==> config.mk <==
export PLATFORM = sky130hd
export DESIGN_NAME = mem_arbiter
export DESIGN_NICKNAME = d
export VERILOG_FILES = /design/src/verilog/core_cfg_pkg.sv /design/src/verilog/mem_arbiter.sv
export SDC_FILE = /design/constraint.sdc
export NUM_CORES = 1
export LEC_CHECK = 0
export ABC_AREA = 1
export BUFFER_PORTS_ARGS = -buffer_cell sky130_fd_sc_hd__buf_2
export CAP_MARGIN = 20
export CORE_MARGIN = 3
export CORE_UTILIZATION = 28
export DETAILED_ROUTE_END_ITERATION = 7
export PLACE_DENSITY = 0.8
export SLEW_MARGIN = 25
export SYNTH_ARGS = -nofsm -noshare
export SYNTH_HDL_FRONTEND = slang
export SYNTH_SLANG_ARGS = --single-unit
==> constraint.sdc <==
create_clock -name vclk -period 0.8
set_input_delay 0.04 -clock vclk [all_inputs]
set_output_delay 0.04 -clock vclk [all_outputs]
set_load 0.05 [all_outputs]
==> src/verilog/core_cfg_pkg.sv <==
// core_cfg_pkg: memory size, word address width, reset program counter
`default_nettype none

package core_cfg_pkg;

    // unified memory, one 32-bit word per address
    localparam int unsigned mem_words = 256;
    localparam int unsigned addr_w    = 8;

    // pc counts words, not bytes
    localparam logic [addr_w-1:0] reset_pc = '0;

endpackage

`default_nettype wire

==> src/verilog/mem_arbiter.sv <==
// mem_arbiter: fixed-priority arbiter for loader, data and fetch requesters
`default_nettype none

module mem_arbiter (
    input  logic                            load_req,
    input  logic                            load_we,
    input  logic [core_cfg_pkg::addr_w-1:0] load_addr,
    input  logic [31:0]                     load_wdata,
    input  logic                            data_req,
    input  logic                            data_we,
    input  logic [core_cfg_pkg::addr_w-1:0] data_addr,
    input  logic [31:0]                     data_wdata,
    input  logic                            fetch_req,
    input  logic [core_cfg_pkg::addr_w-1:0] fetch_addr,
    output logic                            load_grant,
    output logic                            data_grant,
    output logic                            fetch_grant,
    output logic                            mem_we,
    output logic [core_cfg_pkg::addr_w-1:0] mem_addr,
    output logic [31:0]                     mem_wdata
);

    // loader > data > fetch
    assign load_grant  = load_req;
    assign data_grant  = data_req && !load_req;
    assign fetch_grant = fetch_req && !load_req && !data_req;

    always_comb begin
        mem_we    = 1'b0;
        mem_addr  = fetch_addr;
        mem_wdata = '0;
        if (load_grant) begin
            mem_we    = load_we;
            mem_addr  = load_addr;
            mem_wdata = load_wdata;
        end else if (data_grant) begin
            mem_we    = data_we;
            mem_addr  = data_addr;
            mem_wdata = data_wdata;
        end
    end

endmodule

`default_nettype wire

# --- Word level (Yosys, flattened, before mapping) ---
# Index checks and enable logic that the tools add are counted.
# W data, S select, Z words.
word_totals:
  ff_bits: 0
  in_bits: 93
  word_cells: 11
op_classes:
  n_mux: 6
  n_reduce_logical: 5
ops:
  columns: ["operator", "count"]
  rows:
  - ["$mux W32", 2]
  - ["$mux W8", 2]
  - ["$logic_and A1 B1 Y1", 3]
  - ["$logic_not A1 Y1", 2]
  - ["$mux W1", 2]

# --- Longest topological paths before layout ---
depth:
  ltp_word: 4
  ltp_mapped: 5
  mapped_depth_nobuf: 3

# --- Worst setup path before layout ---
# OpenSTA, ideal clock, no wires.
synth_timing:
  kind: "input to output"
  startpoint: "input load_req"
  endpoint: "output mem_wdata[0]"
  t_arrival_ps: 1403
  t_required_ps: 760
  slack_ps: -643
  cell_stages: 4
  path_buffers: 1
  path_cell_list: "buf_6 > inv_6 > nand2_4 > o21ai_0"
synth_via:
  elab_chain_len: 4
synth_rtl:
  columns: ["item", "line_no", "text"]
  rows:
  - ["start, declared", "mem_arbiter.sv:5", "input logic load_req,"]
  - ["$logic_not A1 Y1", "mem_arbiter.sv:25", "assign data_grant = data_req && !load_req;"]
  - ["$logic_and A1 B1 Y1", "mem_arbiter.sv:25", null]
  - ["$mux W32", "mem_arbiter.sv:36", "end else if (data_grant) begin"]
  - ["$mux W32 *", "mem_arbiter.sv:32", "if (load_grant) begin"]
  - ["end, declared", "mem_arbiter.sv:20", "output logic [31:0] mem_wdata"]
# Mark *: on every way between the ends. The rest lies on a longest branch, timed or not.

# --- Final worst setup path ---
layout_timing:
  startpoint: "input load_req"
  endpoint: "output mem_wdata[1]"
# Same word-level chain as after synthesis.

==> out/metrics.csv <==
stage,metric,value,unit
sta,fin_crit_sh,102.1,%
grt,overflow,0,
power,p_switching,1081,uW
finish,fin_util,81.29,%
floorplan,rows,18,
detailed_routing,drt_iter0_drc,63,
sta,timing.hold.ws,0.4097,ns
detailed_routing,vias_per_cell,4.635,
worst_setup_path,critPathMaxFanout,8,
yosys,synth_common_cells,"nand2_1, inv_1, o21ai_2",
grt,grt_antenna_before_repair,0,
yosys,synth_cell_types,12,
placement,pre_cts_slack,-0.2089,ns
floorplan,core_area,2567,sq um
yosys,yosysTopAreaCellShare,32.48,%
min_path,hp-class,in -> out,
run,maxCapViolations,0,
power,vdd_drop_max,0.0006533,V
power,comb_power_share,100.0,%
status,violations,setup timing,
grt,grt_max_degree,13,
finish,n_clock_buffer,0,
finish,nFlopsAndLatches,0,
finish,final-seq-area,0,sq um
grt,first_global_vias,1367,
worst_setup_path,crit_type,in -> out,
floorplan,ioPinCount,137,
worst_setup_path,end_kind,output port,
finish,design_area,2087,sq um
worst_setup_path,cp-start-kind,input port,
sta,relSlewSlack,83.63,%
yosys,synthesis.area,782.0,sq um
power,seqPwrFrac,0,%
power,total_leakage_power,0.001228,uW
yosys,synth_most_common_cell,nand2_1,
sta,worst_pin_slew,0.2473,ns
placement,port_buffers,137,
sta,fmax,1224,MHz
sta,setup_viol,3,
sta,rsz0062_at_grt,yes,
grt,grt_pass1_wl,5865,microns
floorplan,chipHeight,58.85,microns
yosys,synth_area_leaders,"o21ai_2, nand2_1, inv_1",
sta,tns,-0.02100,ns
finish,diodes,0,
yosys,avgSynthCellArea,5.320,sq um
detailed_routing,ant_nets,0,
sta,layout_setup_ws,-0.01677,ns
detailed_routing,vias,1474,
detailed_routing,drt-total-wl,4111,microns
placement,placed_area,1624,sq um
power,clock_power_share,0,%
placement,dp_hpwl,2899,microns
floorplan,die_area,3463,sq um
placement,gp_congestion,0.6750,
yosys,synth_area_leader_cell,o21ai_2,
sta,min_period,0.8168,ns
yosys,netlist_instances,147,
worst_setup_path,arrival,0.78,ns
yosys,ys_seq_area_share,0,%
floorplan,die_w,58.85,microns
yosys,syn-num-nets,240,
grt,grtUsageTotal,20.85,%
finish,drive_gt1_share,68.75,%
status,outcome,"complete, but fails checks",
yosys,yosys_warnings,0,
worst_setup_path,crit_required,0.76,ns
detailed_routing,firstDrtPassIters,4,
sta,maxSlewViolCount,0,
finish,fin_nets,383,
sta,final-hold-violation-count,0,
finish,area_growth,166.9,%
power,p_int,732.4,uW
power,p_per_area,868.9,nW/um^2
detailed_routing,route.detailed.drc,0,
detailed_routing,wl_per_cell,12.93,microns
floorplan,initial_utilization,30.46,%
power,switching_share,59.61,%
per-layer routing:
| metal | vias to the layer above | wire length, microns | part of all wire [%] | GRT usage (%) |
|---|---|---|---|---|
| met5 | - | 0 | 0 | 0 |
| met1 | 662 | 1255 | 31 | 20.05 |
| met3 | 4 | 448 | 11 | 3.947 |
| met4 | 0 | 43 | 1.0 | 1.942 |
| li1 | 730 | - | - | - |
| met2 | 78 | 2363 | 57 | 45.27 |
logic make-up after synthesis:
family / after synthesis / share of synthesized area [%]
buffers and inverters: 45 / 27.36
and+or+nand+nor: 69 / 37.60
AOI/OAI and AO/OA: 33 / 35.04
final cells by class:
class | instances | area (sq um)
timing repair buffer | 151 | 1166
multi-input combinational | 102 | 739.5
fill | 163 | 480.5
inverter | 35 | 143.9
tap | 30 | 37.54
final timing paths:
| path | slack [ns] | startpoint | to | cells past startpoint |
|---|---|---|---|---|
| setup / recovery | -0.02 | load_req | mem_wdata[1] | 6 |
| hold / removal | 0.41 | fetch_addr[4] | mem_addr[4] | 4 |
worst max-delay path, stage by stage:
cell	delay (ns)
buf_12	0.12
clkinv_8	0.05
nand2_8	0.08
buf_12	0.16
o21ai_4	0.15
buf_8	0.17
per-stage QoR:
step / instances / total power, uW
2_1_floorplan: 147 / 997.4
3_3_place_gp: 315 / 1419
3_5_place_dp: 315 / 1437
4_1_cts: 318 / 1715
5_1_grt: 318 / 1908
6_report: 318 / 1813
cells in the final DEF, fill, tap and decap left out:
cell      Yosys  final
buf_6         4     36
nand3_1      16      7
nor2_2        0      1
buf_12        0      4
buf_2         5     92
o21ai_2      29     20
buf_8         0      5
nand2_8       0      1
nand2_1      50     49
nand3_2       0      9
clkinv_8      0      1
buf_16        0      2
nand2_2       0      1
o21ai_4       0     13
inv_1        34     34
buf_4         1     12
nor2_4        1      1
power groups by stage:
stage | registers (uW) | clock network (uW) | logic [uW]
5_1_grt | 0 | 0 | 1910
3_5_place_dp | 0 | 0 | 1440
3_3_place_gp | 0 | 0 | 1420
2_1_floorplan | 0 | 0 | 997
6_report | 0 | 0 | 1810
4_1_cts | 0 | 0 | 1720
repair_timing:
item	in CTS	in global routing
setup endpoints to repair	43	39
hold buffers	0	0
setup buffers	1	0
resized for setup	87	24
gates cloned	2	0
pin swaps	4	3
No activity file was read; power rests on OpenSTA's default activity.
