$ cat config.mk
export PLATFORM = sky130hd
export DESIGN_NAME = reg_file
export DESIGN_NICKNAME = d
export VERILOG_FILES = /design/src/verilog/reg_file.sv
export SDC_FILE = /design/constraint.sdc
export NUM_CORES = 2
export LEC_CHECK = 0
export ABC_AREA = 0
export BUFFER_PORTS_ARGS = -buffer_cell sky130_fd_sc_hd__buf_2
export CAP_MARGIN = 20
export CORE_MARGIN = 5
export CORE_UTILIZATION = 55
export DETAILED_ROUTE_END_ITERATION = 8
export PLACE_DENSITY = 0.71
export SYNTH_ARGS = -nofsm -noshare
export SYNTH_HDL_FRONTEND = slang
export SYNTH_SLANG_ARGS = --single-unit
$ cat constraint.sdc
create_clock -name clk -period 2.1 [get_ports clk]
set_input_delay 0 -clock clk [delete_from_list [all_inputs] [get_ports clk]]
set_output_delay 0 -clock clk [all_outputs]
set_load 0.02 [all_outputs]
$ cat src/verilog/reg_file.sv
// reg_file: 32x32 register file, two read ports, one write port
`default_nettype none

module reg_file (
    input  logic        clk,
    input  logic        rstn,
    input  logic [4:0]  rs1_addr,
    input  logic [4:0]  rs2_addr,
    input  logic        wb_we,
    input  logic [4:0]  wb_rd,
    input  logic [31:0] wb_data,
    output logic [31:0] rs1_data,
    output logic [31:0] rs2_data
);

    logic [31:0] regs [32];

    always_ff @(posedge clk or negedge rstn) begin
        if (!rstn) begin
            for (int i = 0; i < 32; i++) begin
                regs[i] <= '0;
            end
        end else if (wb_we && (wb_rd != 5'd0)) begin
            regs[wb_rd] <= wb_data;
        end
    end

    // same-cycle write is visible to the reader
    assign rs1_data = (rs1_addr == 5'd0) ? '0 :
                      (wb_we && (wb_rd == rs1_addr)) ? wb_data : regs[rs1_addr];
    assign rs2_data = (rs2_addr == 5'd0) ? '0 :
                      (wb_we && (wb_rd == rs2_addr)) ? wb_data : regs[rs2_addr];

endmodule

`default_nettype wire

# After elaboration in Yosys (flattened, before gate mapping)
# Index checks and enable logic that the tools add are counted.
[classes] n_eq_ne=2 mux=13 bitwise_logic=3 order_cmp=4 n_reduce_logical=7
[ops] op="1024-bit bitwise mux" n=1
[ops] op="32-bit binary-select mux with 5-bit select" n=2
[ops] op="32-bit two-way mux" n=9
[ops] op="32-bit demux with 5-bit select" n=1
[ops] op="6-bit >= comparator, second input constant" n=3
[ops] op="5-bit NOT with 6-bit output" n=3
[ops] op="5-bit == test" n=2
[ops] op="5-bit logical NOT" n=2
[ops] op="6-bit by 1-bit < comparator with 1-bit output, second input constant" n=1
[ops] op="5-bit nonzero test" n=1
[ops] op="1-bit logical AND" n=4
[word_totals] elab_cells=61 register_bits=1024 inputBits=50

# Longest topological paths before layout
[depth] depth_word=6 mapped_depth=10

# Worst setup path after synthesis
# OpenSTA, ideal clock, no wires.
[synth_path] path_type="input to output" start="input port rs2_addr[0]" end="output port rs2_data[7]" arrival_ns=1.861 setup_slack_ns=0.239 required_time_ns=2.100 path_buffers=3 cell_stages=7 path_cell_list="buf_4 buf_2 buf_2 mux4_2 a22oi_1 nand2_1 a221o_1"
[synth_between] elab_chain_len=6
[synth_rtl] element="start: declaration" line="8" source="input logic [4:0] rs2_addr,"
[synth_rtl] element="5-bit NOT with 6-bit output (not written as such)" line="32" source="(wb_we && (wb_rd == rs2_addr)) ? wb_data : regs[rs2_addr];"
[synth_rtl] element="32-bit binary-select mux with 5-bit select" line="32"
[synth_rtl] element="32-bit two-way mux (not written as such) (2 in a row)" line="32"
[synth_rtl] element="32-bit two-way mux" line="32"
[synth_rtl] element="32-bit two-way mux *" line="31" source="assign rs2_data = (rs2_addr == 5'd0) ? '0 :"
[synth_rtl] element="end: declaration" line="13" source="output logic [31:0] rs2_data"
# Every way passes the cells marked *; elsewhere a longest branch is shown, timed or not. The select of a mux whose other input is x is not followed.

# Worst setup path after layout
[layout_path] start="register regs[543] in the netlist's numbering" end="output port rs1_data[31]"
[layout_between] elab_chain_len=5
[layout_rtl] element="start: declaration" line="16" source="logic [31:0] regs [32];"
[layout_rtl] element="start signal: indexed assignment" line="24" source="regs[wb_rd] <= wb_data;"
[layout_rtl] element="32-bit binary-select mux with 5-bit select" line="30" source="(wb_we && (wb_rd == rs1_addr)) ? wb_data : regs[rs1_addr];"
[layout_rtl] element="32-bit two-way mux (not written as such) (2 in a row)" line="30"
[layout_rtl] element="32-bit two-way mux" line="30"
[layout_rtl] element="32-bit two-way mux" line="29" source="assign rs1_data = (rs1_addr == 5'd0) ? '0 :"
[layout_rtl] element="end: declaration" line="12" source="output logic [31:0] rs1_data,"
# No other way between the ends. The select of a mux whose other input is x is not followed.

==> summary.txt <==
Yosys
  • Compound-Gate Fraction of Synth Area: 0.0662
  • Mapped cell area: 54500 um2
  • Simple-gate share of the synthesized area: 0.00938
  • Async set-reset flop share out of synthesis: 1.00
  • Largest family of logic cells by synthesized area: multiplexers
  • Synth Area in Adders: 0
  • Post-synth EDFFs: 0
  • Post-synthesis mux area share: 0.417
  • Post-synthesis cell type count: 53
  • Syn nets: 3723
  • Main synth FF type: dfrtp_1
  • Post-Synth XOR/XNOR Area: 0.00161
  • Sequential fraction of the synthesis area: 0.470
  • FF+latch count, synth: 1024
  • Syn. warnings: 0
  • Syn Area/Cell: 14.9 um2
  • Syn Inst Count: 3673

Cells and area
  • Post-route insts no fill: 5312
  • Storage cell area: 25600 um2
  • Multi-input gate area: 28100 um2
  • Fillers: 6708
  • Most frequent cells in the layout: 1024 x dfrtp_1, 895 x mux2_2, 412 x mux4_2, 294 x buf_4, 223 x mux2i_1
  • Area growth from synthesis to layout: 19.7%
  • Most common cell after layout, fill and taps aside: dfrtp_1
  • Top Registers: regs x1024
  • Layout cells sized above 1: 0.547
  • Largest register FFs: 1024
  • Nets: 3984
  • Biggest register: regs

Route
  • Routed vias: 38500
  • Post-route DRC violation count: 0
  • WL/cell: 35.2 um
  • DRT antenna net count: 0
  • Post-Route WL: 187 mm
  • Detailed Routing Iterations Pass 1: 6
  • DR iter-0 viols: 4386
  • Vias per cell: 7.24

Worst setup path
  • Worst reg2reg startpoint: regs[626]
  • Crit. End Element: output port
  • CP startpoint kind: flip-flop
  • Setup crit start: regs[543]
  • Crit path DAT: 2.60 ns
  • Worst path required time: 2.10 ns
  • Max Fanout on Critical Path: 3
  • Crit Path Category: flip-flop to output port

Run status
  • Failing checks: negative setup slack
  • Status: finished, violations left

Power and ir drop
  • Peak supply drop: 913 uV
  • Pwr Density: 925 nW/um2
  • Leakage: 28.5 nW

Floorplan
  • Core region area: 98400 um2
  • Rows: 115
  • Initial core utilization: 0.554
  • Full die area: 106000 um2
  • Die W: 325 um
  • Die Y-Extent: 325 um
  • I/O pins: 114

Global route
  • GR Layer Usage met1: 0.476
  • Gr usage total: 0.351
  • Vias in the first global route: 40500
  • Gr busiest metal: met2
  • Global-route wire length before repair: 277 mm
  • Maximum number of pins on one net before global-route repair: 108
  • Global route total overflow: 0
  • Antenna violations before repair: 3
  • Met3 Usage GRT: 0.0851
  • GR Util met2: 0.535

Min path
  • Min-delay src: wb_rd[2]
  • HP Class: primary input to flip-flop

Place
  • Port buffer count: 113
  • Placed Instances: 5002
  • Detailed placement HPWL: 115 mm
  • Gpl congestion: 0.902

Clocking
  • Clock sink count: 1024
  • CTS buffer count: 110
  • Clock transition at path regs: 0.06 ns
  • Skew-Pair Late Insertion Delay: 0.68 ns
  • Clock buffer depth: 3
  • Root Buffer: clkbuf_16
  • CTS H-tree depth: 3
  • TritonCTS clock tree: done

Timing
  • Fmax: 384 MHz
  • Skew final: 0 ns
  • Final Cycle Share: 1.24
  • Final setup viols: 64
  • RSZ-0062 raised after global routing: true
  • Max-slew violations: 0
  • Max_slew headroom: 0.479
  • Hold Fails Final Rpt: 0
  • Final min period: 2.60 ns
  • Final TNS setup: -21.44 ns
  • Worst-margin pin slew: 0.781 ns
  • Final worst slack: -0.504 ns

Flow run
  • Max-cap violations: 0
critical path, stage by stage, from the launching register on:
cell and delay (ns):
dfrtp_1 0.40, mux4_2 0.49, a22o_1 0.27, a2111oi_4 0.25, a21oi_2 0.08, a22o_4 0.28
buf_6 0.14
path summary, 6_finish.rpt:
path	endpoint	slack [ns]	cells after the start
max in group asynchronous	regs[23]	0.49	4
min in group asynchronous	regs[285]	0.49	4
worst min-delay path	regs[425]	0.27	6
worst max register to register	regs[626]	1.03	3
worst min register to register	regs[996]	0.39	0
worst max-delay path	rs1_data[31]	-0.50	6
synthesized netlist by cell type, drive strengths merged (4+ instances only):
cell type | n | area (um2)
a22o | 71 | 622
mux2 | 995 | 11200
a221oi | 6 | 52.6
a21oi | 84 | 420
nor2 | 24 | 90.1
buf | 188 | 1010
mux2i | 227 | 2270
a2111oi | 41 | 453
o21ai | 10 | 50.1
o21a | 8 | 60.1
a221o | 12 | 120
a22oi | 95 | 713
a32o | 10 | 100
xnor2 | 8 | 70.1
o22ai | 44 | 275
o221ai | 43 | 377
o22a | 6 | 52.6
nor3b | 5 | 42.5
o221a | 12 | 135
a211oi | 4 | 30.0
nand2 | 38 | 143
clkbuf | 249 | 935
mux4 | 412 | 9280
nand3b | 7 | 52.6
nor2b | 7 | 43.8
o211ai | 17 | 128
dfrtp | 1024 | 25600
power by group:
part           switching [mW]  total (mW)  internal (mW)
logic                    5.82        13.9           8.07
registers                2.92        26.4           23.5
clock network            8.27        20.1           11.8
timing repair:
action	in CTS	in global routing
setup buffers	76	5
endpoints found under the hold margin	1952	0
pin swaps	134	24
setup endpoints to repair	64	64
hold buffers	35	0
gates resized for setup	267	39
cells by family (layout without fill, tap and decap cells):
group                  Yosys count  after routing
XOR/XNOR                        10             10
multiplexers                  1634           1634
flip-flops                    1024           1024
buffers and inverters          438            786
AND/OR/NAND/NOR                101            101
AO/OA/AOI/OAI                  466            466
other                            0              4
stage by stage:
step | cell area, um2 | util | power [mW] | setup WS (ns) | hold slack, ns
floorplan | 54500 | - | 34.5 | 0.239 | -0.296
global placement | 59300 | 0.603 | 38.0 | -0.336 | -0.135
detailed placement | 59300 | 0.603 | 38.9 | -0.340 | -0.132
CTS | 65100 | 0.661 | 60.1 | -0.475 | 0.206
global route | 65300 | 0.663 | 62.5 | -0.526 | 0.277
finish | 65300 | 0.663 | 60.4 | -0.504 | 0.271
metal layers:
layer | vias to the layer above | wire length [um]
li1 | 14900 | -
met1 | 20500 | 71000
met2 | 2408 | 85600
met3 | 614 | 19400
met4 | 0 | 11100
met5 | - | 0
cell type report:
type	instances	share of cell area
well taps	1287	0.0247
inverters	1	0.0000575
diodes	4	0.000153
clock inverters	38	0.00788
repair buffers	586	0.0955
multi-input cells	2211	0.431
flip-flops and latches	1024	0.392
clock buffers	161	0.0488
No activity file was read; power rests on OpenSTA's default activity.
