[src/verilog/rv_isa_pkg.sv]
// rv_isa_pkg: RV32I subset opcodes, funct codes, ALU operation codes, instruction union
`default_nettype none

package rv_isa_pkg;

    // major opcodes
    localparam logic [6:0] opc_op     = 7'b0110011;
    localparam logic [6:0] opc_op_imm = 7'b0010011;
    localparam logic [6:0] opc_load   = 7'b0000011;
    localparam logic [6:0] opc_store  = 7'b0100011;

    // funct fields
    localparam logic [2:0] f3_add_sub = 3'b000;
    localparam logic [2:0] f3_slt     = 3'b010;
    localparam logic [2:0] f3_xor     = 3'b100;
    localparam logic [2:0] f3_or      = 3'b110;
    localparam logic [2:0] f3_and     = 3'b111;
    localparam logic [2:0] f3_word    = 3'b010;
    localparam logic [6:0] f7_sub     = 7'b0100000;

    // alu operations
    localparam int unsigned alu_w = 3;
    localparam logic [alu_w-1:0] alu_add = 3'd0;
    localparam logic [alu_w-1:0] alu_sub = 3'd1;
    localparam logic [alu_w-1:0] alu_and = 3'd2;
    localparam logic [alu_w-1:0] alu_or  = 3'd3;
    localparam logic [alu_w-1:0] alu_xor = 3'd4;
    localparam logic [alu_w-1:0] alu_slt = 3'd5;

    typedef struct packed {
        logic [6:0] funct7;
        logic [4:0] rs2;
        logic [4:0] rs1;
        logic [2:0] funct3;
        logic [4:0] rd;
        logic [6:0] opcode;
    } r_fmt_t;

    typedef struct packed {
        logic [11:0] imm;
        logic [4:0]  rs1;
        logic [2:0]  funct3;
        logic [4:0]  rd;
        logic [6:0]  opcode;
    } i_fmt_t;

    // store immediate is split around rs2/rs1
    typedef struct packed {
        logic [6:0] imm_hi;
        logic [4:0] rs2;
        logic [4:0] rs1;
        logic [2:0] funct3;
        logic [4:0] imm_lo;
        logic [6:0] opcode;
    } s_fmt_t;

    typedef union packed {
        r_fmt_t r_fmt;
        i_fmt_t i_fmt;
        s_fmt_t s_fmt;
    } instr_t;

endpackage

`default_nettype wire

[src/verilog/core_cfg_pkg.sv]
// core_cfg_pkg: memory size, word address width, reset program counter
`default_nettype none

package core_cfg_pkg;

    // unified memory, one 32-bit word per address
    localparam int unsigned mem_words = 256;
    localparam int unsigned addr_w    = 8;

    // pc counts words, not bytes
    localparam logic [addr_w-1:0] reset_pc = '0;

endpackage

`default_nettype wire

[src/verilog/fetch_stage.sv]
// fetch_stage: program counter and IF/ID register
`default_nettype none

module fetch_stage (
    input  logic                         clk,
    input  logic                         rstn,
    input  logic                         run,
    input  logic                         stall,
    input  logic                         fetch_grant,
    input  logic [31:0]                  mem_rdata,
    output logic                         fetch_req,
    output logic [core_cfg_pkg::addr_w-1:0] fetch_addr,
    output rv_isa_pkg::instr_t           if_instr,
    output logic                         if_valid
);
    import core_cfg_pkg::*;

    logic [addr_w-1:0] pc;

    assign fetch_req  = run;
    assign fetch_addr = pc;

    // stall freezes pc and IF/ID, a lost grant injects a bubble
    always_ff @(posedge clk or negedge rstn) begin
        if (!rstn) begin
            pc       <= reset_pc;
            if_valid <= 1'b0;
        end else if (!stall) begin
            if_valid <= fetch_grant;
            if (fetch_grant) begin
                pc <= pc + 1'b1;
            end
        end
    end

    always_ff @(posedge clk) begin
        if (!stall && fetch_grant) begin
            if_instr <= mem_rdata;
        end
    end

endmodule

`default_nettype wire

[config.mk]
export PLATFORM = sky130hd
export DESIGN_NAME = fetch_stage
export DESIGN_NICKNAME = d
export VERILOG_FILES = /design/src/verilog/rv_isa_pkg.sv /design/src/verilog/core_cfg_pkg.sv /design/src/verilog/fetch_stage.sv
export SDC_FILE = /design/constraint.sdc
export NUM_CORES = 1
export LEC_CHECK = 0
export BUFFER_PORTS_ARGS = -buffer_cell sky130_fd_sc_hd__buf_2
export CELL_PAD_IN_SITES_DETAIL_PLACEMENT = 1
export CELL_PAD_IN_SITES_GLOBAL_PLACEMENT = 2
export CORE_MARGIN = 5
export CORE_UTILIZATION = 27
export CTS_CLUSTER_DIAMETER = 150
export DETAILED_ROUTE_END_ITERATION = 16
export MAX_ROUTING_LAYER = met4
export PLACE_DENSITY = 0.72
export SLEW_MARGIN = 20
export SYNTH_ARGS = -nofsm -noshare
export SYNTH_HDL_FRONTEND = slang
export SYNTH_SLANG_ARGS = --single-unit
export TNS_END_PERCENT = 50
[constraint.sdc]
create_clock -name clk -period 1.3 [get_ports clk]
set_input_delay 0.065 -clock clk [delete_from_list [all_inputs] [get_ports clk]]
set_output_delay 0.065 -clock clk [all_outputs]
set_load 0.01 [all_outputs]
# Word level (Yosys, flattened, before mapping)

Index checks and enable logic that the tools add are counted.

Output and inout port bits: 42
Bits of input ports: 37
Register bits: 41
Word-level logic and storage cells: 8

Reduce and logical (&&, ||, !) cells: 3
Bitwise logic cells: 1
$add $sub $neg: 1

Operator list:

| cell                | number |
|---|---|
| $add 8x1->8 const B | 1 |
| $reduce_and 2->1    | 1 |
| $logic_and 1x1->1   | 1 |
| $logic_not 1->1     | 1 |
| $not 1->1           | 1 |

# Depth between registers and ports, before layout

Depth in word-level cells: 2
Depth in mapped cells: 4
Mapped depth without buffers: 4

# Worst setup path after synthesis

No wires, ideal clock.

Kind: register to register
Start point: register pc[0], in the netlist fetch_addr[0]
End point: register pc[6], in the netlist fetch_addr[6]
Required time: 1.175 ns
Buffers on the path: 0
Cell stages (with the launch flop): 5
Setup time: 0.125 ns
Arrival: 0.998 ns
Period minus slack after synthesis: 1.123 ns
Path slack: 0.177 ns
Cells stage by stage: dfrtp_1 -> ha_1 -> and3_1 -> nand4_1 -> xnor2_1

Cells in the longest elaborated chain, start to end: 1

Ends and longest elaborated chain:

| element                | line              | text |
|---|---|---|
| from (decl)            | fetch_stage.sv:18 | `logic [addr_w-1:0] pc;` |
| from (signal assigned) | fetch_stage.sv:26 | `pc <= reset_pc;` |
| from (signal assigned) | fetch_stage.sv:31 | `pc <= pc + 1'b1;` |
| $add 8x1->8            | fetch_stage.sv:31 |  |

Every way passes these cells.
A chain may end at the register's enable or synchronous reset.

# Final worst setup path

Ends and elaborated chain as after synthesis.

==> impl_metrics.ini <==
[run_status]
status = finished, final reports clean

[clocking]
post_cts_buffers = 0
cts_tree = yes
numCtsBuffers = 5
clock-sinks = 41
clk_root_buffer_cell = clkbuf_8
htreeDepth = 2
clk_path_buf_depth = 2
clk_latency_ns = 0.28
clkSlewWorstSetupHoldPaths_ns = 0.08
hold_buffers = 33
cts_resized = 0

[worst_setup_path]
endpoint_kind = flop
path_cells = ha_1 -> and3_1 -> nand4_1 -> xnor2_1
cp_slowest_stage_delay_ns = 0.40
worst_r2r_path_depth = 4
crit_required_ns = 1.47
critPathLaunchType = flop
cp_max_fo = 4
crit_path_top_delay_cell = dfrtp_1
crit_type = reg2reg
cp.arrival_ns = 1.30

[route]
drt_iter0_drc = 100
drc = 0
postRouteWirelength_um = 4350
ant_nets = 0
detail_route.vias_per_cell = 4.10
vias = 1008
drt_first_pass_iters = 4
wl_per_cell_um = 17.7

[pwr]
power_density_nw_per_um2 = 1450
clkPwrFrac_pct = 30.0
p_leak_nw = 0.987
intPower_mw = 2.46
combPwrFrac_pct = 17.8
peakVddDrop_uv = 669
p_sw_mw = 0.829
switching_share_pct = 25.2
pwr-share-seq_pct = 52.3

[sta]
maxSlewViolCount = 0
final-setup-viol-count = 0
fin_setup_tns_ns = 0
max_freq_ghz = 0.882
timing.final.crit_share_pct = 87.2
tightest_slew_ns = 0.219
hold_viol_final = 0
rsz0062_at_grt = no
clock_skew_ns = 0.00364
period_needed_ns = 1.13
slew_headroom_pct = 85.4

[cells_and_area]
diodes = 0
drive_gt1_share_pct = 48.6
layout.nets = 216
fillers = 522
fin_area_um2 = 2270
register_area_um2 = 1190
syn_to_final_growth_pct = 67.6
multiInputGateArea_um2 = 164

[floorplan]
start_util_pct = 28.2
dieArea_um2 = 6550
io_pins = 79
core_area_um2 = 4820
die_h_um = 80.9
die_w_um = 80.9
rows = 25

[hold_path]
hp-class = in2reg
holdPathStages = 2

[run]
cap_violations = 0

[placement]
io_buffers = 76
dpl-instance-area_um2 = 1830
place_congestion = 0.692

[logic_synthesis]
netlist_area_um2 = 1360
syn_area_per_cell_um2 = 21.5
synthDistinctLibCells = 13
ys_seq_elements = 41
synthCells = 63
synth_warnings = 0
seq_area_frac_synth_pct = 87.4
synth_nets = 101

[grt]
grt_pass1_vias = 1086
antenna_found_initial = 0
grt_pass1_wl_um = 6240
grtUsageTotal_pct = 13.9
overflow = 0
grt_max_degree = 34
layout by cell type, fill, tap and decap left out:
| cell | n |
|---|---|
| buf_2 | 76 |
| dlygate4sd3_1 | 33 |
| edfxtp_1 | 32 |
| dfrtp_1 | 9 |
| xnor2_1 | 6 |
| clkbuf_8 | 5 |
| nand4_1 | 3 |
| nand2_1 | 3 |
| and3_1 | 2 |
| nor2b_4 | 1 |
| and4b_1 | 1 |
| mux2_4 | 1 |
| xor2_1 | 1 |
| a21o_2 | 1 |
| ha_1 | 1 |
| bufinv_16 | 1 |
| clkinvlp_4 | 1 |
| clkinv_1 | 1 |
| buf_12 | 1 |
cell usage after synthesis:
cell type,number,area share [%]
buf_4,2,1.1
nand2_1,3,0.83
mux2_4,1,1.1
ha_1,1,0.92
and3_1,2,0.92
edfxtp_1,32,71
xnor2_1,6,3.9
nand4_1,3,1.4
and4b_1,1,0.74
xor2_1,1,0.65
dfrtp_1,9,17
a21o_2,1,0.65
nor2b_1,1,0.46
routing by layer:
layer	vias up	part of all wire (%)	track usage, %	routed length (µm)
li1	464	-	-	-
met1	482	39	14.3	1700
met2	57	50	25.1	2170
met3	5	9.7	3.55	421
met4	0	1.4	5.57	59
met5	-	0	-	0
cells by family after synthesis:
family	count (synthesis)	share of synthesized area [%]
buf+inv	2	1.11
simple gates	10	4.33
compound gates	1	0.645
fa+ha+maj	1	0.922
mux	1	1.11
xor+xnor	7	4.52
flops	41	87.4
final timing paths:
path | startpoint | endpoint | slack, ns
max | fetch_addr[0] | fetch_addr[6] | 0.17
max reg2reg | fetch_addr[0] | fetch_addr[6] | 0.17
min | stall | if_valid | 0.05
min reg2reg | fetch_addr[7] | fetch_addr[7] | 0.48
min in group asynchronous | rstn | if_valid | 0.16
max in group asynchronous | rstn | fetch_addr[6] | 0.95
worst max-delay path: cells and delay by family (launching register included):
kind          cells  cell delay, ns
fa+ha+maj         1            0.19
flops             1            0.40
simple gates      2            0.29
xor+xnor          1            0.14
flip-flops by register name (all words and copies together) (netlist names):
| signal | cells |
|---|---|
| fetch_addr | 8 |
| if_valid | 1 |
| if_instr | 32 |
per-stage QoR:
stage / util (%) / cells / hold WS [ns] / total power [mW] / worst slack (ns)
5_1_grt: 47.2 / 246 / 0.0520 / 3.45 / 0.0875
2_1_floorplan: - / 63 / -0.231 / 1.96 / 0.177
3_5_place_dp: 38.1 / 205 / -0.0668 / 2.25 / 0.165
4_1_cts: 47.2 / 246 / 0.0435 / 3.32 / 0.158
6_report: 47.2 / 246 / 0.0539 / 3.29 / 0.166
3_3_place_gp: 38.1 / 205 / -0.0708 / 2.22 / 0.221
power by group through the flow:
| stage | combinational (mW) | sequential (mW) | clock (mW) |
|---|---|---|---|
| 4_1_cts | 0.591 | 1.71 | 1.02 |
| 3_3_place_gp | 0.489 | 1.73 | 0 |
| 2_1_floorplan | 0.154 | 1.80 | 0 |
| 6_report | 0.585 | 1.72 | 0.985 |
| 3_5_place_dp | 0.511 | 1.74 | 0 |
| 5_1_grt | 0.627 | 1.74 | 1.09 |
layout make-up:
cell class	count	area share (%)
sequential	41	52.1
timing repair buffer	110	32.1
multi-input combinational	20	7.21
tap	67	3.69
clock buffer	5	3.03
clock inverter	3	1.82
Power figures use the tool's default switching activity.
