==> src/verilog/rv_isa_pkg.sv <==
// rv_isa_pkg: RV32I subset opcodes, funct codes, ALU operation codes, instruction union
`default_nettype none

package rv_isa_pkg;

    // major opcodes
    localparam logic [6:0] opc_op     = 7'b0110011;
    localparam logic [6:0] opc_op_imm = 7'b0010011;
    localparam logic [6:0] opc_load   = 7'b0000011;
    localparam logic [6:0] opc_store  = 7'b0100011;

    // funct fields
    localparam logic [2:0] f3_add_sub = 3'b000;
    localparam logic [2:0] f3_slt     = 3'b010;
    localparam logic [2:0] f3_xor     = 3'b100;
    localparam logic [2:0] f3_or      = 3'b110;
    localparam logic [2:0] f3_and     = 3'b111;
    localparam logic [2:0] f3_word    = 3'b010;
    localparam logic [6:0] f7_sub     = 7'b0100000;

    // alu operations
    localparam int unsigned alu_w = 3;
    localparam logic [alu_w-1:0] alu_add = 3'd0;
    localparam logic [alu_w-1:0] alu_sub = 3'd1;
    localparam logic [alu_w-1:0] alu_and = 3'd2;
    localparam logic [alu_w-1:0] alu_or  = 3'd3;
    localparam logic [alu_w-1:0] alu_xor = 3'd4;
    localparam logic [alu_w-1:0] alu_slt = 3'd5;

    typedef struct packed {
        logic [6:0] funct7;
        logic [4:0] rs2;
        logic [4:0] rs1;
        logic [2:0] funct3;
        logic [4:0] rd;
        logic [6:0] opcode;
    } r_fmt_t;

    typedef struct packed {
        logic [11:0] imm;
        logic [4:0]  rs1;
        logic [2:0]  funct3;
        logic [4:0]  rd;
        logic [6:0]  opcode;
    } i_fmt_t;

    // store immediate is split around rs2/rs1
    typedef struct packed {
        logic [6:0] imm_hi;
        logic [4:0] rs2;
        logic [4:0] rs1;
        logic [2:0] funct3;
        logic [4:0] imm_lo;
        logic [6:0] opcode;
    } s_fmt_t;

    typedef union packed {
        r_fmt_t r_fmt;
        i_fmt_t i_fmt;
        s_fmt_t s_fmt;
    } instr_t;

endpackage

`default_nettype wire

==> src/verilog/decode_stage.sv <==
// decode_stage: field decode, control generation, load-use hazard detection
`default_nettype none

module decode_stage (
    input  rv_isa_pkg::instr_t             if_instr,
    input  logic                           if_valid,
    input  logic                           ex_memread,
    input  logic [4:0]                     ex_rd,
    input  logic [31:0]                    rs1_data,
    input  logic [31:0]                    rs2_data,
    output logic [4:0]                     rs1_addr,
    output logic [4:0]                     rs2_addr,
    output logic [4:0]                     rd,
    output logic [31:0]                    imm,
    output logic [rv_isa_pkg::alu_w-1:0]   alu_op,
    output logic                           has_imm,
    output logic                           regwrite,
    output logic                           memread,
    output logic                           memwrite,
    output logic                           stall,
    output logic [31:0]                    op_a,
    output logic [31:0]                    op_b_reg
);
    import rv_isa_pkg::*;

    logic        dec_wr;
    logic        use_rs1;
    logic        use_rs2;
    logic [31:0] i_imm;
    logic [31:0] s_imm;

    assign rs1_addr = if_instr.r_fmt.rs1;
    assign rs2_addr = if_instr.r_fmt.rs2;
    assign rd       = if_instr.r_fmt.rd;
    assign op_a     = rs1_data;
    assign op_b_reg = rs2_data;

    assign i_imm = {{20{if_instr.i_fmt.imm[11]}}, if_instr.i_fmt.imm};
    assign s_imm = {{20{if_instr.s_fmt.imm_hi[6]}}, if_instr.s_fmt.imm_hi,
                    if_instr.s_fmt.imm_lo};

    ////////////////////////////////////////////////////////////
    // control decode, anything unsupported is a no-op
    ////////////////////////////////////////////////////////////
    always_comb begin
        alu_op   = alu_add;
        has_imm  = 1'b0;
        dec_wr   = 1'b0;
        memread  = 1'b0;
        memwrite = 1'b0;
        use_rs1  = 1'b0;
        use_rs2  = 1'b0;
        imm      = i_imm;
        if (if_valid) begin
            case (if_instr.r_fmt.opcode)
                opc_op: begin
                    dec_wr  = 1'b1;
                    use_rs1 = 1'b1;
                    use_rs2 = 1'b1;
                    case (if_instr.r_fmt.funct3)
                        f3_add_sub: alu_op = (if_instr.r_fmt.funct7 == f7_sub) ? alu_sub
                                                                               : alu_add;
                        f3_slt:  alu_op = alu_slt;
                        f3_xor:  alu_op = alu_xor;
                        f3_or:   alu_op = alu_or;
                        f3_and:  alu_op = alu_and;
                        default: begin
                            dec_wr  = 1'b0;
                            use_rs1 = 1'b0;
                            use_rs2 = 1'b0;
                        end
                    endcase
                end
                opc_op_imm: if (if_instr.r_fmt.funct3 == f3_add_sub) begin
                    dec_wr  = 1'b1;
                    use_rs1 = 1'b1;
                    has_imm = 1'b1;
                end
                opc_load: if (if_instr.r_fmt.funct3 == f3_word) begin
                    dec_wr  = 1'b1;
                    memread = 1'b1;
                    use_rs1 = 1'b1;
                    has_imm = 1'b1;
                end
                opc_store: if (if_instr.r_fmt.funct3 == f3_word) begin
                    memwrite = 1'b1;
                    use_rs1  = 1'b1;
                    use_rs2  = 1'b1;
                    has_imm  = 1'b1;
                    imm      = s_imm;
                end
                default: ;
            endcase
        end
    end

    // x0 is never a real destination
    assign regwrite = dec_wr && (rd != 5'd0);

    // load in EX feeding the instruction in ID
    assign stall = ex_memread && (ex_rd != 5'd0) &&
                   ((use_rs1 && (rs1_addr == ex_rd)) || (use_rs2 && (rs2_addr == ex_rd)));

endmodule

`default_nettype wire

==> config.mk <==
export PLATFORM = sky130hd
export DESIGN_NAME = decode_stage
export DESIGN_NICKNAME = d
export VERILOG_FILES = /design/src/verilog/rv_isa_pkg.sv /design/src/verilog/decode_stage.sv
export SDC_FILE = /design/constraint.sdc
export NUM_CORES = 1
export LEC_CHECK = 0
export ABC_AREA = 1
export BUFFER_PORTS_ARGS = -buffer_cell sky130_fd_sc_hd__buf_2
export CAP_MARGIN = 10
export CORE_AREA = 2 2 85 87
export DETAILED_ROUTE_END_ITERATION = 7
export DIE_AREA = 0 0 87 89
export PLACE_DENSITY = 0.57
export SLEW_MARGIN = 30
export SYNTH_ARGS = -nofsm -noshare
export SYNTH_HDL_FRONTEND = slang
export SYNTH_SLANG_ARGS = --single-unit
==> constraint.sdc <==
create_clock -name vclk -period 2.05
set_input_delay 0.205 -clock vclk [all_inputs]
set_output_delay 0.205 -clock vclk [all_outputs]
set_load 0.02 [all_outputs]
Yosys cells after proc, flatten, opt, wreduce, memory -nomap -nowiden
Cells that the tools add are included.
{ "word_totals": {"regBits": 0, "inputBits": 103, "output_inout_bits": 119, "elab_cells": 44} }
{ "classes": {"n_eq_ne": 11, "muxes": 22, "n_reduce_logical": 11} }
{ "op_table": {"columns": ["cell", "count"], "rows": [
  ["7-bit by 6-bit == test with 1-bit output (second input constant)", 3],
  ["5-bit two-way mux", 3],
  ["3-bit one-hot mux with 5 select lines", 1],
  ["1-bit two-way mux", 12],
  ["5-bit == test", 2],
  ["5-bit nonzero test", 2],
  ["3-bit == test (second input constant)", 3],
  ["7-bit by 2-bit == test with 1-bit output (second input constant)", 1],
  ["7-bit by 5-bit == test with 1-bit output (second input constant)", 1],
  ["3-bit two-way mux", 2],
  ["1-bit one-hot mux with 3 select lines", 2],
  ["1-bit logical AND", 5],
  ["5-bit OR reduction", 1],
  ["1-bit one-hot mux with 2 select lines", 2],
  ["3-bit by 2-bit == test with 1-bit output (second input constant)", 1],
  ["3-bit zero test", 1],
  ["2-bit OR reduction", 1],
  ["1-bit logical OR", 1]
]} }

Logic depth before layout (Yosys ltp)
{ "depth": {"word_depth": 8, "mapped_depth": 8, "ltp_nobuf": 8} }

Least setup slack after synthesis
OpenSTA, ideal clock, no wires.
{ "synth_timing": {"kind": "in2out", "from": "input if_instr[12] (netlist name)", "to": "output imm[0]", "arrival_ps": 1053, "required_time_ps": 1845, "slack_ps": 792, "stages": 6, "path_buffers": 0, "cell_sequence": "inv_1 -> nand2_2 -> nor2_4 -> and2_4 -> nand3_4 -> o21ai_1"} }
{ "synth_between": {"elab_chain_len": 4} }
{ "synth_rtl": {"columns": ["element", "line", "source"], "rows": [
  ["from (decl)", "decode_stage.sv:5", "input rv_isa_pkg::instr_t if_instr,"],
  ["3-bit by 2-bit == test with 1-bit output", "decode_stage.sv:85", "opc_store: if (if_instr.r_fmt.funct3 == f3_word) begin"],
  ["5-bit two-way mux", "decode_stage.sv:85", null],
  ["5-bit two-way mux", "decode_stage.sv:55", "case (if_instr.r_fmt.opcode)"],
  ["5-bit two-way mux", "decode_stage.sv:54", "if (if_valid) begin"],
  ["to (decl)", "decode_stage.sv:14", "output logic [31:0] imm,"]
]} }
Every way passes these cells.

Final worst setup path
{ "layout_timing": {"from": "input if_instr[12] (netlist name)", "to": "output imm[1]"} }
Same word-level chain as after synthesis.

==> run metrics <==
Post-DP Area=1070 um2; post-synthesis sequential area ratio=0%; CP max stage delay=0.17 ns; Final nets=297; crit path DAT=1.23 ns; first-pass GRT wire length=3840 um; Tightest Hold Check Type=primary input to output pin; Core ar.=6720 um2; vias per cell=3.58; all-layer global routing usage=6.11%; Mapped Nets=307; Post-DP HPWL=2580 um; maximum VDD drop=0.0538 mV; Reg area=0 um2; clock buffers=0; row count=30; Max Slew Vio Count=0; initial antenna violation count=0; PD cells=209 nW/um2; DRT Pass-1 Iters=4; Die W=87 um; Pwr Total=0.224 mW; final setup vio count=0; wire per inst=10.6 um; layout cells sized above 1=54.7%; Critical Path Fanout Max=8; leakage power total=0.670 nW; critical path's slowest cell=and2_4; RSZ-0062 raised after global routing=no; status=complete, no violations; Initial DRC Count=33; Post-route DRC=0; largest net degree at the start of global routing=23; CP Launch Type=primary input; endpoint type of the worst setup path=output pin; Area Growth Syn to Fin=-17.3%; Post-DRT Antenna Nets=0; CP startpoint=if_instr[12]; worst path cell trace=buf_2 > inv_1 > nand2_2 > nor2_4 > and2_4 > nand3_4 > clkinv_4 > nand2_1 > o21ai_2 > buf_2; final instance area=1070 um2; Tcrit/Tclk final=70.1%; PnR worst setup slack=0.612 ns; final core utilization=16.0%; worst slack at placement=0.603 ns; synthesized area per cell=6.37 um2; Slew HR=76.1%; Post-CTS Setup Bufs=0; number of global-route vias before repair=793; Chip Height=89 um; Crit Path Category=primary input to output pin; global route overflow=0; synthesized instance count=204; routability congestion estimate=0.756; Hold Slack=0.410 ns; post-synth cell types=23; area of the multi-input gates=430 um2; Initial Utilization=19.3%; final worst path period need=1.44 ns; Via Count=975; Syn. warnings=0; Cell Area, Synth=1300 um2; I/O Buffers=94; placed cell count=272; Data required, critical path=1.85 ns; CTS Hold Bufs=0; ant diodes=0; I/O pin count=222; Post-CTS Resized=0; fmax=0.695 GHz; Final TNS setup=0 ns; Final Hold Fails=0; hold path start=rs1_data[14]; number of fill cells in the layout=786; actual slew at the worst max-slew pin=0.356 ns; count of flip-flops and latches=0; die footprint=7740 um2; total wire length=2880 um; Post-Layout Cell Count=272; Top cell by count, worst path=buf_2; number of max-cap violations=0
layout make-up:
class / count / share of cell area [%]
tap: 80 / 9.32
inverter: 18 / 6.76
multi-input combinational: 80 / 40.1
timing repair buffer: 94 / 43.8
power breakdown:
group,switching [mW],internal [mW]
clock,0,0
combinational,0.142,0.0826
sequential,0,0
worst paths after layout:
| check | slack, ns | end | cells after the start |
|---|---|---|---|
| worst max-delay path | 0.61 | imm[1] | 10 |
| worst min-delay path | 0.41 | op_a[14] | 0 |
routing by layer:
layer	part of all wire, %	track usage [%]	routed length (um)
met5	0	0	0
met4	5.5	4.12	159
met3	9.1	1.48	263
met2	47	9.58	1350
met1	38	7.39	1110
worst max-delay path, delay by kind of cell:
kind	cells	cell delay [ns]
AO/OA/AOI/OAI	1	0.05
buffers and inverters	4	0.43
AND/OR/NAND/NOR	5	0.55
Yosys cell counts (2+ instances only):
cell type	number	area share [%]
buf_4	106	61
nand2_1	28	8.1
inv_1	16	4.6
nor2_1	12	3.5
nand3_1	11	4.2
a21oi_1	5	1.9
xnor2_1	4	2.7
nand2_2	3	1.4
o21ai_1	3	1.2
nand4_1	2	0.96
xor2_1	2	1.3
cell families (layout without fill, tap and decap cells):
| family | after synthesis | count (layout) | synth area share, % |
|---|---|---|---|
| compound gates | 9 | 9 | 3.76 |
| buf+inv | 124 | 112 | 66.9 |
| simple gates | 65 | 65 | 25.3 |
| xor+xnor | 6 | 6 | 4.05 |
layout by cell type, fill, tap and decap left out, types with 2 or more instances in the layout:
cell and instances:
nor2_1 12, nand2_1 28, xor2_1 2, a21oi_1 5, nand3_1 11, nand4_1 2, buf_2 94, o21ai_1 3
xnor2_1 4, nand2_2 3, inv_1 16
Power figures use the tool's default switching activity.
