### config.mk
export PLATFORM = sky130hd
export DESIGN_NAME = mem_stage
export DESIGN_NICKNAME = d
export VERILOG_FILES = /design/src/verilog/core_cfg_pkg.sv /design/src/verilog/mem_stage.sv
export SDC_FILE = /design/constraint.sdc
export NUM_CORES = 1
export LEC_CHECK = 0
export BUFFER_PORTS_ARGS = -buffer_cell sky130_fd_sc_hd__buf_4
export CAP_MARGIN = 20
export CORE_ASPECT_RATIO = 1.2
export CORE_MARGIN = 2
export CORE_UTILIZATION = 30
export DETAILED_ROUTE_END_ITERATION = 10
export HOLD_SLACK_MARGIN = 0.15
export PLACE_DENSITY = 0.73
export SLEW_MARGIN = 20
export SYNTH_ARGS = -nofsm -noshare
export SYNTH_HDL_FRONTEND = slang
export SYNTH_SLANG_ARGS = --single-unit
### constraint.sdc
create_clock -name clk -period 2 [get_ports clk]
set_input_delay 0.4 -clock clk [delete_from_list [all_inputs] [get_ports clk]]
set_output_delay 0.4 -clock clk [all_outputs]
set_load 0.02 [all_outputs]
### src/verilog/core_cfg_pkg.sv
// core_cfg_pkg: memory size, word address width, reset program counter
`default_nettype none

package core_cfg_pkg;

    // unified memory, one 32-bit word per address
    localparam int unsigned mem_words = 256;
    localparam int unsigned addr_w    = 8;

    // pc counts words, not bytes
    localparam logic [addr_w-1:0] reset_pc = '0;

endpackage

`default_nettype wire

### src/verilog/mem_stage.sv
// mem_stage: data memory access, load capture, MEM/WB register
`default_nettype none

module mem_stage (
    input  logic                            clk,
    input  logic                            rstn,
    input  logic [4:0]                      mem_rd,
    input  logic [31:0]                     mem_result,
    input  logic [31:0]                     mem_store_data,
    input  logic                            mem_regwrite,
    input  logic                            mem_memread,
    input  logic                            mem_memwrite,
    input  logic                            data_grant,
    input  logic [31:0]                     mem_rdata,
    output logic                            data_req,
    output logic                            data_we,
    output logic [core_cfg_pkg::addr_w-1:0] data_addr,
    output logic [31:0]                     data_wdata,
    output logic                            wb_we,
    output logic [4:0]                      wb_rd,
    output logic [31:0]                     wb_data
);
    import core_cfg_pkg::*;

    assign data_req   = mem_memread || mem_memwrite;
    assign data_we    = mem_memwrite;
    // byte address to word address
    assign data_addr  = mem_result[addr_w+1:2];
    assign data_wdata = mem_store_data;

    // a load only writes back once its read was granted
    always_ff @(posedge clk or negedge rstn) begin
        if (!rstn) begin
            wb_we <= 1'b0;
        end else begin
            wb_we <= mem_regwrite && (!mem_memread || data_grant);
        end
    end

    always_ff @(posedge clk) begin
        wb_rd   <= mem_rd;
        wb_data <= mem_memread ? mem_rdata : mem_result;
    end

endmodule

`default_nettype wire

Word level (Yosys, flattened, before mapping)
Index checks and enable logic that the tools add are counted.
- flip-flop bits (word level): 38
- mux-type cells: 1
- reductions and logical operators: 4
- operators with widths (kind ; number):
    $mux 32 ; 1
    $logic_or 1x1->1 ; 2
    $logic_and 1x1->1 ; 1
    $logic_not 1->1 ; 1

Longest topological paths before layout
Gate-level depths: netlist (run 1).
- word-level depth: 3
- mapped depth: 3
- mapped depth without buffers: 2

Worst setup path after synthesis (run 1)
No wires, ideal clock.
- path kind: input-to-output
- start: input port mem_memread
- end: output port data_req
- data arrival time: 1.011 ns
- data required time: 1.600 ns
- slack: 0.589 ns
- cell stages on the path: 3
- cell sequence: buf_6 buf_12 or2_2
- longest elaborated chain between the ends: 1
- ends and longest elaborated chain (what ; RTL line ; RTL):
    from (decl) ; mem_stage.sv:11 ; input logic mem_memread,
    $logic_or 1x1->1 ; mem_stage.sv:25 ; assign data_req = mem_memread || mem_memwrite;
    to (decl) ; mem_stage.sv:15 ; output logic data_req,
No other way between the ends.

Worst setup path after layout (run 1)
Same ends and word-level chain as after synthesis.

==> results of run 1 <==
[worst max path at each step]
stage	from	endpoint	slack [ps]	cells after the start
after floorplan	mem_memread	data_req	590	3
after global placement	mem_memread	data_req	480	3
after detailed placement	mem_memread	data_req	470	3
after CTS	mem_memread	data_req	470	3
after global routing	mem_memread	data_req	440	3
final	mem_memread	data_req	470	3
[cell usage in the layout, fill, tap and decap left out]
| cell type | count |
|---|---|
| clkbuf_8 | 6 |
| or2_2 | 1 |
| mux2_4 | 28 |
| clkbuf_1 | 1 |
| clkinv_2 | 1 |
| buf_4 | 124 |
| a21boi_0 | 1 |
| inv_1 | 1 |
| dfrtp_1 | 1 |
| dfxtp_1 | 37 |
| mux2_2 | 4 |
| dlygate4sd3_1 | 1 |
[cell type report]
cell class | count | share of cell area (%)
flip-flops and latches | 38 | 32.5
clock inverters | 1 | 0.212
repair buffers | 125 | 39.9
multi-input cells | 34 | 20.3
clock buffers | 7 | 3.66
well taps | 62 | 3.29
inverters | 1 | 0.159
[routing by layer]
metal	GRT usage [%]	up-vias	wire length [um]
met1	11.2	461	1150
met3	6.96	30	664
met4	8.75	0	167
met2	21.6	84	2020
met5	0	-	0
li1	-	515	-
[Yosys cell counts, drive strengths merged]
master,count
a21boi,1
buf,45
dfrtp,1
dfxtp,37
inv,1
mux2,32
or2,1
[per-stage QoR]
step	hold slack, ps	cells	power (W)
2_1_floorplan	104	118	0.00115
3_3_place_gp	176	259	0.00126
3_5_place_dp	176	259	0.00127
4_1_cts	218	268	0.00180
5_1_grt	208	268	0.00185
6_report	228	268	0.00178
[flip-flops by register name, indices dropped and copies added, names as in the netlist]
signal,count
wb_data,32
wb_rd,5
wb_we,1
[logic make-up after synthesis]
logic type	count (synthesis)	share of synthesized area, %
DFF	38	47.0
muxes	32	28.6
buffers and inverters	46	23.5
and+or+nand+nor	1	0.385
AOI/OAI and AO/OA	1	0.461
[power breakdown]
part           internal, W  switching [W]  total (W)
Clock             0.000278       0.000251   0.000529
Combinational     0.000248       0.000168   0.000416
Sequential        0.000815      0.0000151   0.000830
[timing repair]
item / in CTS / in global routing
endpoints found under the hold margin: 1 / 0
hold buffers: 1 / 0
buffers inserted: 0 / 0
==> metrics.cfg, run 1 <==
[placed_design]
port_buffers = 122
pre_cts_ws_ps = 465
place_congestion = 0.704
post_dp_cell_area_mm2 = 0.00226

[synth]
yosys.area.top_type_share_pct = 45.5
netlist_area_mm2 = 0.00163
ys_ff_latch = 38
yosysSeqAreaShare_pct = 47.0
yosysTopAreaCell = dfxtp_1
synth.distinct_cells = 10
syn_area_per_cell_um2 = 13.8
synth.area.top_cells = dfxtp_1 (46%), mux2_4 (26%), buf_4 (19%), buf_12 (3.7%), mux2_2 (2.8%)
syn_inst = 118
syn_nets = 225
ys_warn_count = 0

[setup_path]
end_kind = primary output
cp_top_family = buffers and inverters
worstPathRequired_ps = 1600
path_cells = buf_4, or2_2, buf_4
crit_top_cell = buf_4
start_kind = input port
arrival_ps = 1130
crit_buf_inv = 2
slowest_delay_ps = 340
cpMaxStageDelayCell = or2_2
crit_type = in2out
path_max_fanout = 23

[timing]
setup_ws_ps = 467
fmax_ghz = 0.652
max_slew_margin_pct = 74.6
rsz0062_at_grt = false
worst_pin_slew_ps = 381
finalSetupViolCount = 0
drv_slew = 0
timing.final.crit_period_ps = 1530
hold_viol = 0
post-route-period-util_pct = 76.6
timing.setup.tns_ps = 0

[final_layout]
regArea_um2 = 766
fillers = 483
antenna_cells = 0
nets = 312
final_util_pct = 44.8
drive_gt1_share_pct = 79.6
syn2layout_area_growth_pct = 44.9
multi_input_area_um2 = 479
stdcell_area_mm2 = 0.00236

[floorplanning]
fp.coreArea_mm2 = 0.00526
start_util_pct = 30.9
fp.dieW_um = 71.2
die_y_um = 84.7
dieArea_mm2 = 0.00603
rows = 29
ios = 187

[routing]
vias_per_cell = 4.07
drc = 0
routed_wl_mm = 4.00
wl_per_cell_um = 14.9
dr_total_vias = 1090
drt_iter0_markers = 10
firstDrtPassIters = 2
ant_nets = 0

[grt]
grt_pass1_vias = 1098
antenna_found_initial = 0
track_usage_pct = 12.7
overflow = 0
grt_pass1_wl_mm = 5.62
grt_max_degree = 24

[clock_network]
cts.sinks = 38
clock_tree.root_cell = clkbuf_8
htreeDepth = 2
post_cts_resized = 0
clockBufferDepth = 2
cts_tree = built
cts_made_buffers = 5
path_clk_slew_ps = 60

[min_path]
min_from = mem_rd[3]
hold_class = in2reg
min_to = wb_rd[3]
hold-path-cell-count = 1

[power]
power.density_mw_per_mm2 = 753
leakagePower_nw = 1.23
peakVddDrop_v = 0.000239

[flow_run]
drv_cap = 0

[run_status]
status = finished clean

(Power assumes the default switching activity.)
==> inputs of run 2 (changes only) <==
--- a/config.mk
+++ b/config.mk
@@ -5,14 +5,15 @@
 export SDC_FILE = /design/constraint.sdc
 export NUM_CORES = 1
 export LEC_CHECK = 0
+export ABC_AREA = 1
 export BUFFER_PORTS_ARGS = -buffer_cell sky130_fd_sc_hd__buf_4
 export CAP_MARGIN = 20
 export CORE_ASPECT_RATIO = 1.2
 export CORE_MARGIN = 2
-export CORE_UTILIZATION = 30
+export CORE_UTILIZATION = 29
 export DETAILED_ROUTE_END_ITERATION = 10
 export HOLD_SLACK_MARGIN = 0.15
-export PLACE_DENSITY = 0.73
+export PLACE_DENSITY = 0.75
 export SLEW_MARGIN = 20
 export SYNTH_ARGS = -nofsm -noshare
 export SYNTH_HDL_FRONTEND = slang
==> constraint.sdc (replaced) <==
create_clock -name clk -period 1.25 [get_ports clk]
set_input_delay 0.25 -clock clk [delete_from_list [all_inputs] [get_ports clk]]
set_output_delay 0.25 -clock clk [all_outputs]
set_load 0.02 [all_outputs]
==> run 2 against run 1 <==
Sequential share of layout area down 2.5 points. Cell count grew 35%. Worst setup slack got worse by 280 ps. Area after synthesis decreased by 4.4%. Power grew 61%. Clock power is 60% higher. Critical path type unchanged. Critical endpoint unchanged. Largest cell class unchanged. Largest power group unchanged. Highest routed layer unchanged.
==> metrics.cfg, run 2 <==
[final_layout]
antenna_cells = 0  ; unchanged
final_cell_mix = buf_4 (123), nand2_1 (89), dfxtp_1 (37)
mostFrequentLayoutCell = buf_4
instances_no_fill = 361  ; +35%
syn2layout_area_growth_pct = 64.2
final_util_pct = 48.9  ; +4.1 points
regMostFlops = wb_data
nets = 405  ; +30%
drive_gt1_share_pct = 46.5  ; -33 points
reg.largest.list = wb_data (32), wb_rd (5), wb_we (1)
largest_reg_flops = 32  ; unchanged

[power]
peakVddDrop_v = 0.000435  ; +82%
p_seq_share_pct = 46.4  ; -0.4 points
p_int_w = 0.00213  ; +58%
switching_share_pct = 25.8  ; +1.4 points
power.switching_w = 0.000741  ; +71%
leakagePower_nw = 1.39  ; +13%
clock_power_share_pct = 29.4  ; -0.4 points
power.density_mw_per_mm2 = 1120  ; +49%
p_comb_share_pct = 24.2  ; +0.8 points
power.total_w = 0.00287  ; +61%

[synth]
synth.distinct_cells = 11  ; +1
yosys.area.top_type_share_pct = 47.6  ; +2.1 points
async_flop_share_pct = 2.63  ; unchanged
synth_edf_count = 0  ; unchanged
ys_warn_count = 0  ; unchanged
ys.flop_type = dfxtp_1
syn_area_per_cell_um2 = 8.32  ; -40%
synth.area.top_cells = dfxtp_1 (48%), nand2_1 (21%), buf_4 (21%), buf_6 (2.9%), nand2_2 (2.8%)
yosysTopAreaCell = dfxtp_1
syn_inst = 187  ; +58%
netlist_area_mm2 = 0.00156  ; -4.4%
ys_ff_latch = 38  ; unchanged
synth_most_common_cell = nand2_1
syn_nets = 294  ; +31%
synth_common_cells = nand2_1 (89), buf_4 (43), dfxtp_1 (37)
yosysSeqAreaShare_pct = 49.2  ; +2.2 points

[setup_path]
path_max_fanout = 2  ; -91%
path_cells = buf_4, or2_2, buf_4
crit_buf_inv = 2  ; unchanged
start_kind = input port
crit_type = in2out
arrival_ps = 810  ; -320 ps
cp_top_family = simple AND/OR/NAND/NOR gates
cpMaxStageDelayCell = or2_2
end_kind = primary output
worstPathRequired_ps = 1000  ; -600 ps
crit_top_cell = buf_4
slowest_delay_ps = 290  ; -50 ps

[min_path]
min_from = mem_result[1]
hold_class = in2reg
min_to = wb_data[1]
hold-path-cell-count = 3  ; +2

[timing]
post-route-period-util_pct = 85.1
timing.final.crit_period_ps = 1060
max_slew_margin_pct = 74.3  ; -0.30 points
fmax_ghz = 0.940
rsz0062_at_grt = false
worst_pin_slew_ps = 386  ; +4.45 ps
drv_slew = 0  ; unchanged
hold_viol = 0  ; unchanged
finalSetupViolCount = 0  ; unchanged
timing.setup.tns_ps = 0  ; unchanged

[routing]
drc = 0  ; unchanged
routed_wl_mm = 4.90  ; +22%
firstDrtPassIters = 4  ; +2
ant_nets = 0  ; unchanged
drt_iter0_markers = 36  ; +26
vias_per_cell = 4.16  ; +2.2%
wl_per_cell_um = 13.6  ; -9.1%
dr_total_vias = 1500  ; +38%

[grt]
grt_pass1_vias = 1525  ; +39%
grt_max_degree = 35  ; +46%
antenna_found_initial = 0  ; unchanged
grt_pass1_wl_mm = 7.32  ; +30%
track_usage_pct = 16.1  ; +3.4 points
overflow = 0  ; unchanged

[placed_design]
place_congestion = 0.771  ; +9.5%
post-dp-hpwl_mm = 3.63
placed_cells = 324  ; +25%
port_buffers = 122  ; unchanged

[flow_run]
drv_cap = 0  ; unchanged

[clock_network]
clock_tree.root_cell = clkbuf_8
clockBufferDepth = 2  ; unchanged
cts_made_buffers = 5  ; unchanged
path_clk_slew_ps = 70  ; about the same
htreeDepth = 2  ; unchanged
cts_tree = built
post_cts_resized = 0  ; unchanged
cts.sinks = 38  ; unchanged

[floorplanning]
ios = 187  ; unchanged
fp.coreArea_mm2 = 0.00523  ; -0.69%
die_y_um = 84.3  ; -0.51%
dieArea_mm2 = 0.00597  ; -1.0%
rows = 29  ; unchanged
start_util_pct = 29.8  ; -1.2 points
fp.dieW_um = 70.9  ; -0.51%

[run_status]
status = finished clean

-- run 2: changes by cell type after synthesis --
cell | before | now
buf_4 | 41 | 43
mux2_4 | 28 | 0
mux2_2 | 4 | 0
inv_1 | 1 | 2
nand2_2 | 0 | 7
a21boi_0 | 1 | 0
a21oi_1 | 0 | 1
nand2_1 | 0 | 89
buf_6 | 1 | 4
inv_8 | 0 | 1
buf_8 | 0 | 1
buf_12 | 3 | 0
-- run 2: area by class of cell --
cell class | count | area, um2
clock buffers | 7 | 86.3
clock inverters | 1 | 5.00
fillers | 484 | 2670
inverters | 3 | 18.8
multi-input cells | 98 | 389
flip-flops and latches | 38 | 766
well taps | 62 | 77.6
repair buffers | 152 | 1210
-- run 2: repair_timing --
action                    CTS  global route
buffers inserted            0             0
hold endpoints to repair   23             2
hold buffers               27             2
-- run 2: per-stage QoR --
stage | hold WS [ps] | area (um2) | setup WS, ps
CTS | 151 | 2540 | 181
global placement | 25.8 | 2170 | 141
finish | 157 | 2560 | 186
detailed placement | 26.2 | 2170 | 109
floorplan | -45.6 | 1560 | 281
global route | 152 | 2560 | 157
-- run 2: worst min-delay path: stages --
cell     delay [ps]
buf_4            70
nand2_1          40
nand2_1          50
-- run 2: worst max-delay path by stage --
stage	from	to	cells after the start
2_1_floorplan	mem_memread	data_req	2
3_3_place_gp	mem_memread	wb_data[29]	5
3_5_place_dp	mem_memread	wb_data[22]	5
4_1_cts	wb_we	wb_we	1
5_1_grt	wb_we	wb_we	1
6_report	mem_memread	data_req	3
-- run 2: cells by family after synthesis --
logic type | synth area share (%)
flip-flops | 49.2
AND/OR/NAND/NOR | 24.7
buffers and inverters | 25.8
AO/OA/AOI/OAI | 0.321
-- run 2: power groups by stage --
stage          combinational (W)  clock, W  sequential (W)
2_1_floorplan           0.000318         0         0.00148
3_3_place_gp            0.000618         0         0.00135
3_5_place_dp            0.000622         0         0.00136
4_1_cts                 0.000693  0.000876         0.00133
5_1_grt                 0.000742  0.000938         0.00134
6_report                0.000693  0.000844         0.00133
-- run 2: per-layer routing --
metal | vias to the layer above | wire length [um] | GRT usage, %
li1 | 732 | - | -
met3 | 42 | 474 | 5.28
met5 | - | 0 | 0
met1 | 634 | 1460 | 13.3
met2 | 92 | 2570 | 29.3
met4 | 0 | 395 | 14.6
